File: src/usb_tx_pkg.sv
//////////////////////////////////////////////////////////////////////
// Shared constants and CRC helper for the full-speed transmit path.
// Each stage imports this package inside its module body.
//////////////////////////////////////////////////////////////////////

`default_nettype none

package usb_tx_pkg;

  // 48 MHz system clock over the 12 Mbit/s full-speed bit rate
  localparam int unsigned CLKS_PER_BIT = 4;
  localparam int unsigned BIT_CNT_W    = $clog2(CLKS_PER_BIT);

  // SYNC field, sent LSB first as KJKJKJKK on the line
  localparam logic [7:0] SYNC_BYTE = 8'h80;

  // Low two PID bits of DATA0/DATA1/DATA2/MDATA
  localparam logic [1:0] PID_DATA_TYPE = 2'b11;

  // A zero is inserted after this many consecutive ones
  localparam int unsigned STUFF_RUN = 6;

  ////////////////////////////////////////////////////////////////////
  // CRC16
  ////////////////////////////////////////////////////////////////////

  localparam logic [15:0] CRC16_INIT = 16'hFFFF;
  localparam logic [15:0] CRC16_POLY = 16'h8005;

  // Folds one byte into the CRC register, LSB of the data first.
  // The register shifts towards bit 15, so bit 15 is the first CRC bit
  // on the wire. The framer sends the complement, bit-reversed per byte,
  // with register bits 15..8 as the first byte and 7..0 as the second
  function automatic logic [15:0] crc16_next(logic [15:0] crc, logic [7:0] data);
    logic [15:0] c;
    logic        fb;
    c = crc;
    for (int i = 0; i < 8; i++) begin
      fb = data[i] ^ c[15];
      c  = {c[14:0], 1'b0} ^ (fb ? CRC16_POLY : 16'h0000);
    end
    return c;
  endfunction

endpackage

`default_nettype wire

File: src/usb_bit_timer.sv
//////////////////////////////////////////////////////////////////////
// Bit timer. Divides the 48 MHz clock into a one-cycle strobe per bit
// time; a packet start restarts the count so each packet has a known phase.
//////////////////////////////////////////////////////////////////////

`timescale 1ns/1ps
`default_nettype none

module usb_bit_timer (
  input  logic clk_i,
  input  logic rst_ni,
  input  logic link_reset_i,
  input  logic pkt_start_i,
  output logic bit_strobe_o
);
  import usb_tx_pkg::*;

  logic [BIT_CNT_W-1:0] cnt_q;

  assign bit_strobe_o = (cnt_q == BIT_CNT_W'(CLKS_PER_BIT - 1));

  always_ff @(posedge clk_i or negedge rst_ni) begin
    if (!rst_ni) begin
      cnt_q <= '0;
    end else if (link_reset_i || pkt_start_i || bit_strobe_o) begin
      cnt_q <= '0;
    end else begin
      cnt_q <= cnt_q + 1'b1;
    end
  end

  // Downstream stages assume at least one idle cycle between bits
  a_strobe_spacing: assert property (@(posedge clk_i) disable iff (!rst_ni)
    bit_strobe_o |=> !bit_strobe_o);

endmodule

`default_nettype wire

File: src/usb_tx_framer.sv
//////////////////////////////////////////////////////////////////////
// Packet framer. Presents the next byte of the packet as levels
// (SYNC, PID, payload, CRC16, EOP) and steps on each byte load from
// the serializer. Payload bytes are pulled from the data source.
//////////////////////////////////////////////////////////////////////

`timescale 1ns/1ps
`default_nettype none

module usb_tx_framer (
  input  logic       clk_i,
  input  logic       rst_ni,
  input  logic       link_reset_i,
  input  logic       pkt_start_i,
  input  logic [3:0] pid_i,
  input  logic       tx_osc_test_mode_i,
  input  logic       tx_data_avail_i,
  input  logic [7:0] tx_data_i,
  input  logic       byte_load_i,
  output logic       tx_data_get_o,
  output logic [7:0] next_byte_o,
  output logic       next_eop_o,
  output logic       next_oe_o,
  output logic       frame_pending_o
);
  import usb_tx_pkg::*;

  typedef enum logic [2:0] {Idle, Sync, Pid, Data, Crc1, Eop, OscTest} state_e;

  state_e      state_q, state_d;
  logic [3:0]  pid_q;
  logic [15:0] crc_q;
  logic [7:0]  crc_lo;
  logic [7:0]  crc_hi;
  logic        pkt_accept;
  logic        payload_take;

  // Start is only honoured from Idle; test mode has priority
  assign pkt_accept   = (state_q == Idle) && pkt_start_i && !tx_osc_test_mode_i;
  assign payload_take = byte_load_i && (state_q == Data) && tx_data_avail_i;

  assign tx_data_get_o   = payload_take;
  assign frame_pending_o = (state_q != Idle);

  // CRC bytes go out complemented and bit-reversed
  always_comb begin
    for (int i = 0; i < 8; i++) begin
      crc_lo[i] = ~crc_q[15-i];
      crc_hi[i] = ~crc_q[7-i];
    end
  end

  //////////////////////////////////////////////////////////////////////
  // Packet FSM
  //////////////////////////////////////////////////////////////////////

  always_comb begin
    state_d     = state_q;
    next_byte_o = 8'h00;
    next_eop_o  = 1'b0;
    next_oe_o   = 1'b1;

    unique case (state_q)
      Idle: begin
        if (tx_osc_test_mode_i) begin
          state_d = OscTest;
        end else if (pkt_accept) begin
          state_d = Sync;
        end
      end

      Sync: begin
        next_byte_o = SYNC_BYTE;
        if (byte_load_i) begin
          state_d = Pid;
        end
      end

      Pid: begin
        // PID check bits in the high nibble
        next_byte_o = {~pid_q, pid_q};
        if (byte_load_i) begin
          state_d = (pid_q[1:0] == PID_DATA_TYPE) ? Data : Eop;
        end
      end

      Data: begin
        // A gap in the source ends the payload and starts the CRC
        next_byte_o = tx_data_avail_i ? tx_data_i : crc_lo;
        if (byte_load_i && !tx_data_avail_i) begin
          state_d = Crc1;
        end
      end

      Crc1: begin
        next_byte_o = crc_hi;
        if (byte_load_i) begin
          state_d = Eop;
        end
      end

      Eop: begin
        next_eop_o = 1'b1;
        if (byte_load_i) begin
          state_d = Idle;
        end
      end

      OscTest: begin
        // Zero bytes toggle the line every bit; last byte drops oe
        next_oe_o = tx_osc_test_mode_i;
        if (byte_load_i && !tx_osc_test_mode_i) begin
          state_d = Idle;
        end
      end

      default: state_d = Idle;
    endcase
  end

  always_ff @(posedge clk_i or negedge rst_ni) begin
    if (!rst_ni) begin
      state_q <= Idle;
    end else if (link_reset_i) begin
      state_q <= Idle;
    end else begin
      state_q <= state_d;
    end
  end

  // Packet parameters and running CRC
  always_ff @(posedge clk_i) begin
    if (pkt_accept) begin
      pid_q <= pid_i;
      crc_q <= CRC16_INIT;
    end else if (payload_take) begin
      crc_q <= crc16_next(crc_q, tx_data_i);
    end
  end

  a_state_legal: assert property (@(posedge clk_i) disable iff (!rst_ni)
    state_q inside {Idle, Sync, Pid, Data, Crc1, Eop, OscTest});

endmodule

`default_nettype wire

File: src/usb_tx_serializer.sv
//////////////////////////////////////////////////////////////////////
// Serializer. Shifts each byte out LSB first, one bit per strobe, and
// inserts a zero after a run of ones. An EOP byte becomes SE0, SE0, J.
//////////////////////////////////////////////////////////////////////

`timescale 1ns/1ps
`default_nettype none

module usb_tx_serializer (
  input  logic       clk_i,
  input  logic       rst_ni,
  input  logic       link_reset_i,
  input  logic       bit_strobe_i,
  input  logic [7:0] next_byte_i,
  input  logic       next_eop_i,
  input  logic       next_oe_i,
  input  logic       frame_pending_i,
  output logic       byte_load_o,
  output logic       tx_bit_o,
  output logic       tx_se0_o,
  output logic       tx_oe_o
);
  import usb_tx_pkg::*;

  logic [6:0] data_sh_q;
  logic       se0_sh_q;
  logic [2:0] bits_left_q;
  logic [2:0] ones_q;
  logic [2:0] run_q;
  logic       busy_q;
  logic       eop_q;
  logic       tx_bit_q;
  logic       tx_se0_q;
  logic       tx_oe_q;
  logic       stuff_now;
  logic       byte_done;

  assign tx_bit_o = tx_bit_q;
  assign tx_se0_o = tx_se0_q;
  assign tx_oe_o  = tx_oe_q;

  // ones_q includes the bit on the outputs right now
  assign byte_done = (bits_left_q == 3'd0);
  assign stuff_now = busy_q && tx_oe_q && !tx_se0_q && (ones_q == 3'(STUFF_RUN));

  // After an EOP the line goes idle once before the next frame
  assign byte_load_o = bit_strobe_i && !stuff_now && frame_pending_i &&
                       (!busy_q || (byte_done && !eop_q));

  always_ff @(posedge clk_i or negedge rst_ni) begin
    if (!rst_ni) begin
      se0_sh_q    <= 1'b0;
      bits_left_q <= '0;
      ones_q      <= '0;
      busy_q      <= 1'b0;
      eop_q       <= 1'b0;
      tx_bit_q    <= 1'b1;
      tx_se0_q    <= 1'b0;
      tx_oe_q     <= 1'b0;
    end else if (link_reset_i) begin
      se0_sh_q    <= 1'b0;
      bits_left_q <= '0;
      ones_q      <= '0;
      busy_q      <= 1'b0;
      eop_q       <= 1'b0;
      tx_bit_q    <= 1'b1;
      tx_se0_q    <= 1'b0;
      tx_oe_q     <= 1'b0;
    end else if (bit_strobe_i) begin
      if (stuff_now) begin
        // Stuffed zero, byte position holds
        tx_bit_q <= 1'b0;
        ones_q   <= '0;
      end else if (byte_load_o) begin
        busy_q      <= 1'b1;
        eop_q       <= next_eop_i;
        tx_oe_q     <= next_oe_i;
        tx_se0_q    <= next_eop_i;
        tx_bit_q    <= next_eop_i | next_byte_i[0];
        // Second SE0 of the EOP still to come
        se0_sh_q    <= next_eop_i;
        bits_left_q <= next_eop_i ? 3'd2 : 3'd7;
        ones_q      <= (!next_eop_i && next_byte_i[0]) ? ones_q + 3'd1 : 3'd0;
      end else if (busy_q && !byte_done) begin
        tx_bit_q    <= data_sh_q[0];
        tx_se0_q    <= se0_sh_q;
        se0_sh_q    <= 1'b0;
        bits_left_q <= bits_left_q - 3'd1;
        ones_q      <= (data_sh_q[0] && !se0_sh_q) ? ones_q + 3'd1 : 3'd0;
      end else if (busy_q) begin
        // Nothing more to send, release the line
        busy_q   <= 1'b0;
        eop_q    <= 1'b0;
        tx_oe_q  <= 1'b0;
        tx_se0_q <= 1'b0;
        tx_bit_q <= 1'b1;
        ones_q   <= '0;
      end
    end
  end

  // Remaining data bits; for EOP the J bit sits behind one SE0
  always_ff @(posedge clk_i) begin
    if (bit_strobe_i && !stuff_now) begin
      if (byte_load_o) begin
        data_sh_q <= next_eop_i ? 7'b000_0010 : next_byte_i[7:1];
      end else begin
        data_sh_q <= data_sh_q >> 1;
      end
    end
  end

  // Run of ones as seen by the line driver at its sample points
  always_ff @(posedge clk_i or negedge rst_ni) begin
    if (!rst_ni) begin
      run_q <= '0;
    end else if (link_reset_i) begin
      run_q <= '0;
    end else if (bit_strobe_i) begin
      run_q <= (tx_oe_q && !tx_se0_q && tx_bit_q) ? run_q + 3'd1 : 3'd0;
    end
  end

  a_stuff_run: assert property (@(posedge clk_i) disable iff (!rst_ni)
    bit_strobe_i && tx_oe_o && !tx_se0_o && tx_bit_o |-> run_q < 3'(STUFF_RUN));

endmodule

`default_nettype wire

File: src/usb_tx_line_driver.sv
//////////////////////////////////////////////////////////////////////
// Line driver. NRZI-codes the serial bits, sequences the EOP, applies
// the D+/D- flip and registers every pad output.
//////////////////////////////////////////////////////////////////////

`timescale 1ns/1ps
`default_nettype none

module usb_tx_line_driver (
  input  logic clk_i,
  input  logic rst_ni,
  input  logic link_reset_i,
  input  logic cfg_pinflip_i,
  input  logic bit_strobe_i,
  input  logic tx_bit_i,
  input  logic tx_se0_i,
  input  logic tx_oe_i,
  output logic pkt_end_o,
  output logic usb_oe_o,
  output logic usb_d_o,
  output logic usb_se0_o,
  output logic usb_dp_o,
  output logic usb_dn_o
);

  // d_q is the differential level, 1 for J
  logic d_q, d_d;
  logic se0_q, se0_d;
  logic oe_q, oe_d;
  logic eop_q, eop_d;
  logic pkt_end_q, pkt_end_d;
  logic dp_d, dn_d;
  logic dp_q, dn_q, usb_d_q;

  always_comb begin
    d_d       = d_q;
    se0_d     = se0_q;
    oe_d      = oe_q;
    eop_d     = eop_q;
    pkt_end_d = 1'b0;

    if (link_reset_i) begin
      d_d   = 1'b1;
      se0_d = 1'b0;
      oe_d  = 1'b0;
      eop_d = 1'b0;
    end else if (bit_strobe_i) begin
      oe_d = tx_oe_i;
      if (!tx_oe_i) begin
        // Released line parks at J
        d_d       = 1'b1;
        se0_d     = 1'b0;
        eop_d     = 1'b0;
        pkt_end_d = oe_q && eop_q;
      end else if (tx_se0_i) begin
        se0_d = 1'b1;
        eop_d = 1'b1;
      end else if (eop_q) begin
        // Closing J of the EOP
        d_d   = 1'b1;
        se0_d = 1'b0;
      end else if (!tx_bit_i) begin
        d_d = ~d_q;
      end
    end
  end

  // Pin mapping, SE0 pulls both lines low
  assign dp_d = ~se0_d & (cfg_pinflip_i ? ~d_d : d_d);
  assign dn_d = ~se0_d & (cfg_pinflip_i ? d_d : ~d_d);

  always_ff @(posedge clk_i or negedge rst_ni) begin
    if (!rst_ni) begin
      d_q       <= 1'b1;
      se0_q     <= 1'b0;
      oe_q      <= 1'b0;
      eop_q     <= 1'b0;
      pkt_end_q <= 1'b0;
      dp_q      <= 1'b1;
      dn_q      <= 1'b0;
      usb_d_q   <= 1'b1;
    end else begin
      d_q       <= d_d;
      se0_q     <= se0_d;
      oe_q      <= oe_d;
      eop_q     <= eop_d;
      pkt_end_q <= pkt_end_d;
      dp_q      <= dp_d;
      dn_q      <= dn_d;
      // Single-ended D follows the D+ pin
      usb_d_q   <= dp_d;
    end
  end

  assign pkt_end_o = pkt_end_q;
  assign usb_oe_o  = oe_q;
  assign usb_se0_o = se0_q;
  assign usb_d_o   = usb_d_q;
  assign usb_dp_o  = dp_q;
  assign usb_dn_o  = dn_q;

  a_no_se1: assert property (@(posedge clk_i) disable iff (!rst_ni)
    !(usb_dp_o && usb_dn_o));

endmodule

`default_nettype wire

File: src/usb_fs_tx_top.sv
//////////////////////////////////////////////////////////////////////
// Full-speed USB packet transmitter. Bit timer, framer, serializer
// and line driver in one pipeline, driven from a 48 MHz clock.
//////////////////////////////////////////////////////////////////////

`timescale 1ns/1ps
`default_nettype none

module usb_fs_tx_top (
  input  logic       clk_i,
  input  logic       rst_ni,
  input  logic       link_reset_i,
  input  logic       cfg_pinflip_i,
  input  logic       tx_osc_test_mode_i,
  input  logic       pkt_start_i,
  input  logic [3:0] pid_i,
  input  logic       tx_data_avail_i,
  input  logic [7:0] tx_data_i,
  output logic       tx_data_get_o,
  output logic       pkt_end_o,
  output logic       usb_oe_o,
  output logic       usb_d_o,
  output logic       usb_se0_o,
  output logic       usb_dp_o,
  output logic       usb_dn_o
);

  logic       bit_strobe;
  logic       byte_load;
  logic [7:0] next_byte;
  logic       next_eop;
  logic       next_oe;
  logic       frame_pending;
  logic       tx_bit;
  logic       tx_se0;
  logic       tx_oe;

  usb_bit_timer u_bit_timer (
    .clk_i        (clk_i),
    .rst_ni       (rst_ni),
    .link_reset_i (link_reset_i),
    .pkt_start_i  (pkt_start_i),
    .bit_strobe_o (bit_strobe)
  );

  usb_tx_framer u_framer (
    .clk_i              (clk_i),
    .rst_ni             (rst_ni),
    .link_reset_i       (link_reset_i),
    .pkt_start_i        (pkt_start_i),
    .pid_i              (pid_i),
    .tx_osc_test_mode_i (tx_osc_test_mode_i),
    .tx_data_avail_i    (tx_data_avail_i),
    .tx_data_i          (tx_data_i),
    .byte_load_i        (byte_load),
    .tx_data_get_o      (tx_data_get_o),
    .next_byte_o        (next_byte),
    .next_eop_o         (next_eop),
    .next_oe_o          (next_oe),
    .frame_pending_o    (frame_pending)
  );

  usb_tx_serializer u_serializer (
    .clk_i           (clk_i),
    .rst_ni          (rst_ni),
    .link_reset_i    (link_reset_i),
    .bit_strobe_i    (bit_strobe),
    .next_byte_i     (next_byte),
    .next_eop_i      (next_eop),
    .next_oe_i       (next_oe),
    .frame_pending_i (frame_pending),
    .byte_load_o     (byte_load),
    .tx_bit_o        (tx_bit),
    .tx_se0_o        (tx_se0),
    .tx_oe_o         (tx_oe)
  );

  usb_tx_line_driver u_line_driver (
    .clk_i         (clk_i),
    .rst_ni        (rst_ni),
    .link_reset_i  (link_reset_i),
    .cfg_pinflip_i (cfg_pinflip_i),
    .bit_strobe_i  (bit_strobe),
    .tx_bit_i      (tx_bit),
    .tx_se0_i      (tx_se0),
    .tx_oe_i       (tx_oe),
    .pkt_end_o     (pkt_end_o),
    .usb_oe_o      (usb_oe_o),
    .usb_d_o       (usb_d_o),
    .usb_se0_o     (usb_se0_o),
    .usb_dp_o      (usb_dp_o),
    .usb_dn_o      (usb_dn_o)
  );

endmodule

`default_nettype wire

File: config.mk
export PLATFORM = sky130hd
export DESIGN_NAME = usb_fs_tx_top
export DESIGN_NICKNAME = d
export VERILOG_FILES = /design/src/usb_tx_pkg.sv /design/src/usb_bit_timer.sv /design/src/usb_tx_framer.sv /design/src/usb_tx_serializer.sv /design/src/usb_tx_line_driver.sv /design/src/usb_fs_tx_top.sv
export SDC_FILE = /design/constraint.sdc
export NUM_CORES = 1
export LEC_CHECK = 0
export BUFFER_PORTS_ARGS = -buffer_cell sky130_fd_sc_hd__buf_4
export CORE_ASPECT_RATIO = 1.5
export CORE_MARGIN = 2
export CORE_UTILIZATION = 64
export DETAILED_ROUTE_END_ITERATION = 16
export PLACE_DENSITY = 0.94
export SYNTH_ARGS = -nofsm -noshare
export SYNTH_HDL_FRONTEND = slang
export SYNTH_SLANG_ARGS = --single-unit
File: constraint.sdc
create_clock -name clk_i -period 4.62 [get_ports clk_i]
set_input_delay 0.462 -clock clk_i [delete_from_list [all_inputs] [get_ports clk_i]]
set_output_delay 0.462 -clock clk_i [all_outputs]
set_load 0.1 [all_outputs]
==> impl_metrics.tcl <==
set metrics [dict create \
    status "complete, no violations" \
    vdd.ir_drop.worst_mv 0.4408 \
    clk_latency_ns 0.31 \
    fin_crit_sh_pct 81.59 \
    slew_headroom_pct 43.46 \
    setup_violations 0 \
    period_needed_ns 3.770 \
    grt_max_degree 30 \
    htree_levels 2 \
    max_freq_mhz 265.3 \
    post_cts_resize_count 0 \
    numCtsBuffers 5 \
    die_area_um2 4987 \
    cp_top_family "simple AND/OR/NAND/NOR gates" \
    grt_overflow_total 0 \
    final_area_um2 3090 \
    cts_tree "built" \
    cts.clk_slew.worst_paths_ns 0.09 \
    finalPower_uw 1156 \
    synth_top_cell_area_share_pct 18.54 \
    finalSetupTns_ns 0 \
    worstPathArrival_ns 3.31 \
    wl_per_cell_um 15.83 \
    area_delta_synth_final_pct 9.051 \
    critPathSlowestCell "a21boi_2" \
    max_stage_delay_ns 0.62 \
    drc_errors 0 \
    timing.max_cap.violations 0 \
    final_common_cell "nand2_1" \
    placed_area_um2 2987 \
    synthArstFlopShare_pct 47.06 \
    cts_root_buffer "clkbuf_8" \
    rrSetupSlack_ns 1.67 \
    p_leak_uw 0.001361 \
    drive_gt1_share_pct 15.48 \
    power_per_cell_area_nw_per_um2 374.0 \
    grt_pass1_vias 2326 \
    slew_viol_final 0 \
    gp_congestion 0.8758 \
    final_nets 346 \
    initial_utilization_pct 66.76 \
    rsz0062_at_grt "no" \
    synth-seq-cells 51 \
    num_antenna_cells 0 \
    vias_per_cell 6.222 \
    worst_slew_pin_slew_ns 0.8481 \
    grt_pass1_wl_um 10160 \
    track_usage_pct 26.54 \
    syn_inst 307 \
    via_count 2296 \
    end_kind "output port" \
    path_cells "inv_1 -> ha_1 -> and4b_4 -> a21boi_2 -> nand3_2 -> or3_1 -> buf_4 -> inv_1 -> buf_4" \
    cp_num_buf_inv 4 \
    drt.antenna.violating_nets 0 \
    yosysTopAreaCell "dfrtp_1" \
    first_iter_violations 93 \
    synth-edff-count 11 \
    row_count 29 \
    post_cts_buffers 0 \
    finalHoldViolCount 0 \
    synth_area_um2 2834 \
    coreArea_um2 4245 \
    fill_cells 304 \
    mostFrequentLayoutCells "nand2_1 (43), nor2_1 (27), a21oi_1 (27)" \
    reg2reg_to "u_framer.crc_q[14]$_SDFFE_PP1P_" \
    finClkSkew_ns 0.01061 \
    cp.required_ns 4.16 \
    synth_nets 331 \
    seq_area_frac_synth_pct 44.28 \
    clk_path_buf_depth 2 \
    reg2reg_depth 10 \
    yosysWarnings 0 \
    dpl.hpwl_um 4351 \
    path_max_fanout 28 \
    die_w_um 58.33 \
    die_h_um 85.50 \
    wirelength_um 5841 \
    synthFlopType "dfrtp_1" \
    yosysUniqueCellTypes 60 \
    path_class "register to output port" \
    synth_area_leaders "dfrtp_1 (19%), edfxtp_1 (12%), dfxtp_1 (11%)" \
    pin_count 26 \
    syn_area_per_cell_um2 9.231 \
    r2r_start "u_serializer.ones_q[0]$_DFFE_PN0P_" \
    hold_buffers 0 \
    antenna_found_initial 0 \
    portBuffers 25 \
    firstDrtPassIters 4 \
    cts.sinks 51 \
    startpoint_type "register" \
    hold_class "input pin to async pin" \
]
## cell usage after synthesis (3+ instances only)
| cell type | instances |
|---|---|
| a211oi_1 | 3 |
| a21o_1 | 4 |
| a21oi_1 | 27 |
| a31oi_1 | 5 |
| buf_6 | 3 |
| clkbuf_1 | 10 |
| dfrtp_1 | 21 |
| dfstp_2 | 3 |
| dfxtp_1 | 16 |
| edfxtp_1 | 11 |
| ha_1 | 5 |
| inv_1 | 11 |
| nand2_1 | 43 |
| nand2b_1 | 10 |
| nand3_1 | 10 |
| nor2_1 | 27 |
| nor2b_1 | 6 |
| nor3_1 | 4 |
| nor4b_1 | 3 |
| o211ai_1 | 8 |
| o211ai_2 | 3 |
| o21ai_0 | 10 |
| xnor2_1 | 16 |
## metal layers
metal  vias up  GRT usage, %  part of all wire (%)
met2        68         47.19                    57
met4         0         16.07                   2.9
met5         -             0                     0
met3        15         3.469                   3.6
met1      1100         28.97                    36
li1       1113             -                     -
## kinds of logic after synthesis
family | synth area share [%]
and+or+nand+nor | 19.29
AOI/OAI and AO/OA | 19.91
xor gates and xnor gates | 8.609
adders and majority gates | 2.208
muxes | 0.7064
DFF | 44.28
buffers and inverters | 4.989
## registers in the layout, indices dropped and copies added (netlist names)
| signal | flops |
|---|---|
| u_serializer.eop_q | 1 |
| u_serializer.ones_q | 3 |
| u_framer.crc_q | 16 |
| u_serializer.se0_sh_q | 1 |
| u_line_driver.pkt_end_o | 1 |
| u_bit_timer.cnt_q | 2 |
| u_line_driver.usb_se0_o | 1 |
| u_line_driver.usb_oe_o | 1 |
| u_serializer.data_sh_q | 7 |
| u_serializer.tx_se0_o | 1 |
| u_line_driver.d_q | 1 |
| u_line_driver.usb_dn_o | 1 |
| u_serializer.busy_q | 1 |
| u_framer.state_q | 3 |
| u_line_driver.usb_dp_o | 1 |
| u_line_driver.eop_q | 1 |
| u_serializer.tx_oe_o | 1 |
| u_serializer.bits_left_q | 3 |
| u_framer.pid_q | 4 |
| u_serializer.tx_bit_o | 1 |
## cell type report
cell class                      instances  area [µm²]  area share (%)
Clock buffer                            7       97.59           3.158
Clock inverter                          1       6.256          0.2024
Inverter                               11       41.29           1.336
Multi-Input combinational cell        227        1438           46.52
Sequential cell                        51        1255           40.61
Tap cell                               46       57.56           1.862
Timing Repair Buffer                   26       195.2           6.316
## metrics by stage
stage,instances,hold WS [ns],utilization [%],worst slack (ns)
final,369,0.03391,72.80,0.8504
after global routing,369,0.05486,72.80,0.5923
after CTS,369,0.03660,72.80,0.8450
after detailed placement,361,0.3749,70.35,1.200
after global placement,361,0.3686,70.35,1.309
after floorplan,307,0.1664,-,1.828
## worst register-to-register path: stages (launching register included)
cell	delay [ns]
dfrtp_1	0.40
inv_1	0.06
ha_1	0.19
and4b_4	0.21
a21boi_2	0.62
nand3_2	0.35
or3_1	0.45
buf_4	0.24
inv_1	0.17
nand2_1	0.10
nand3_1	0.09
## how the worst max path moves through the flow
| stage | depth (start not counted) | slack [ns] | to | from |
|---|---|---|---|---|
| final | 9 | 0.85 | tx_data_get_o | u_serializer.ones_q[0]$_DFFE_PN0P_ |
| after global routing | 9 | 0.59 | tx_data_get_o | u_serializer.ones_q[0]$_DFFE_PN0P_ |
| after CTS | 9 | 0.85 | tx_data_get_o | u_serializer.ones_q[0]$_DFFE_PN0P_ |
| after detailed placement | 9 | 1.20 | tx_data_get_o | u_serializer.ones_q[0]$_DFFE_PN0P_ |
| after global placement | 9 | 1.31 | tx_data_get_o | u_serializer.ones_q[0]$_DFFE_PN0P_ |
| after floorplan | 8 | 1.83 | tx_data_get_o | u_serializer.bits_left_q[0]$_DFFE_PN0P_ |
## where the power goes
| part | internal (µW) | leakage (µW) | switching [µW] |
|---|---|---|---|
| Combinational | 135 | 0.000760 | 189 |
| Clock | 140 | 0.0000539 | 148 |
| Sequential | 480 | 0.000548 | 64.2 |
Note: power is estimated with default switching activity, not from simulation.
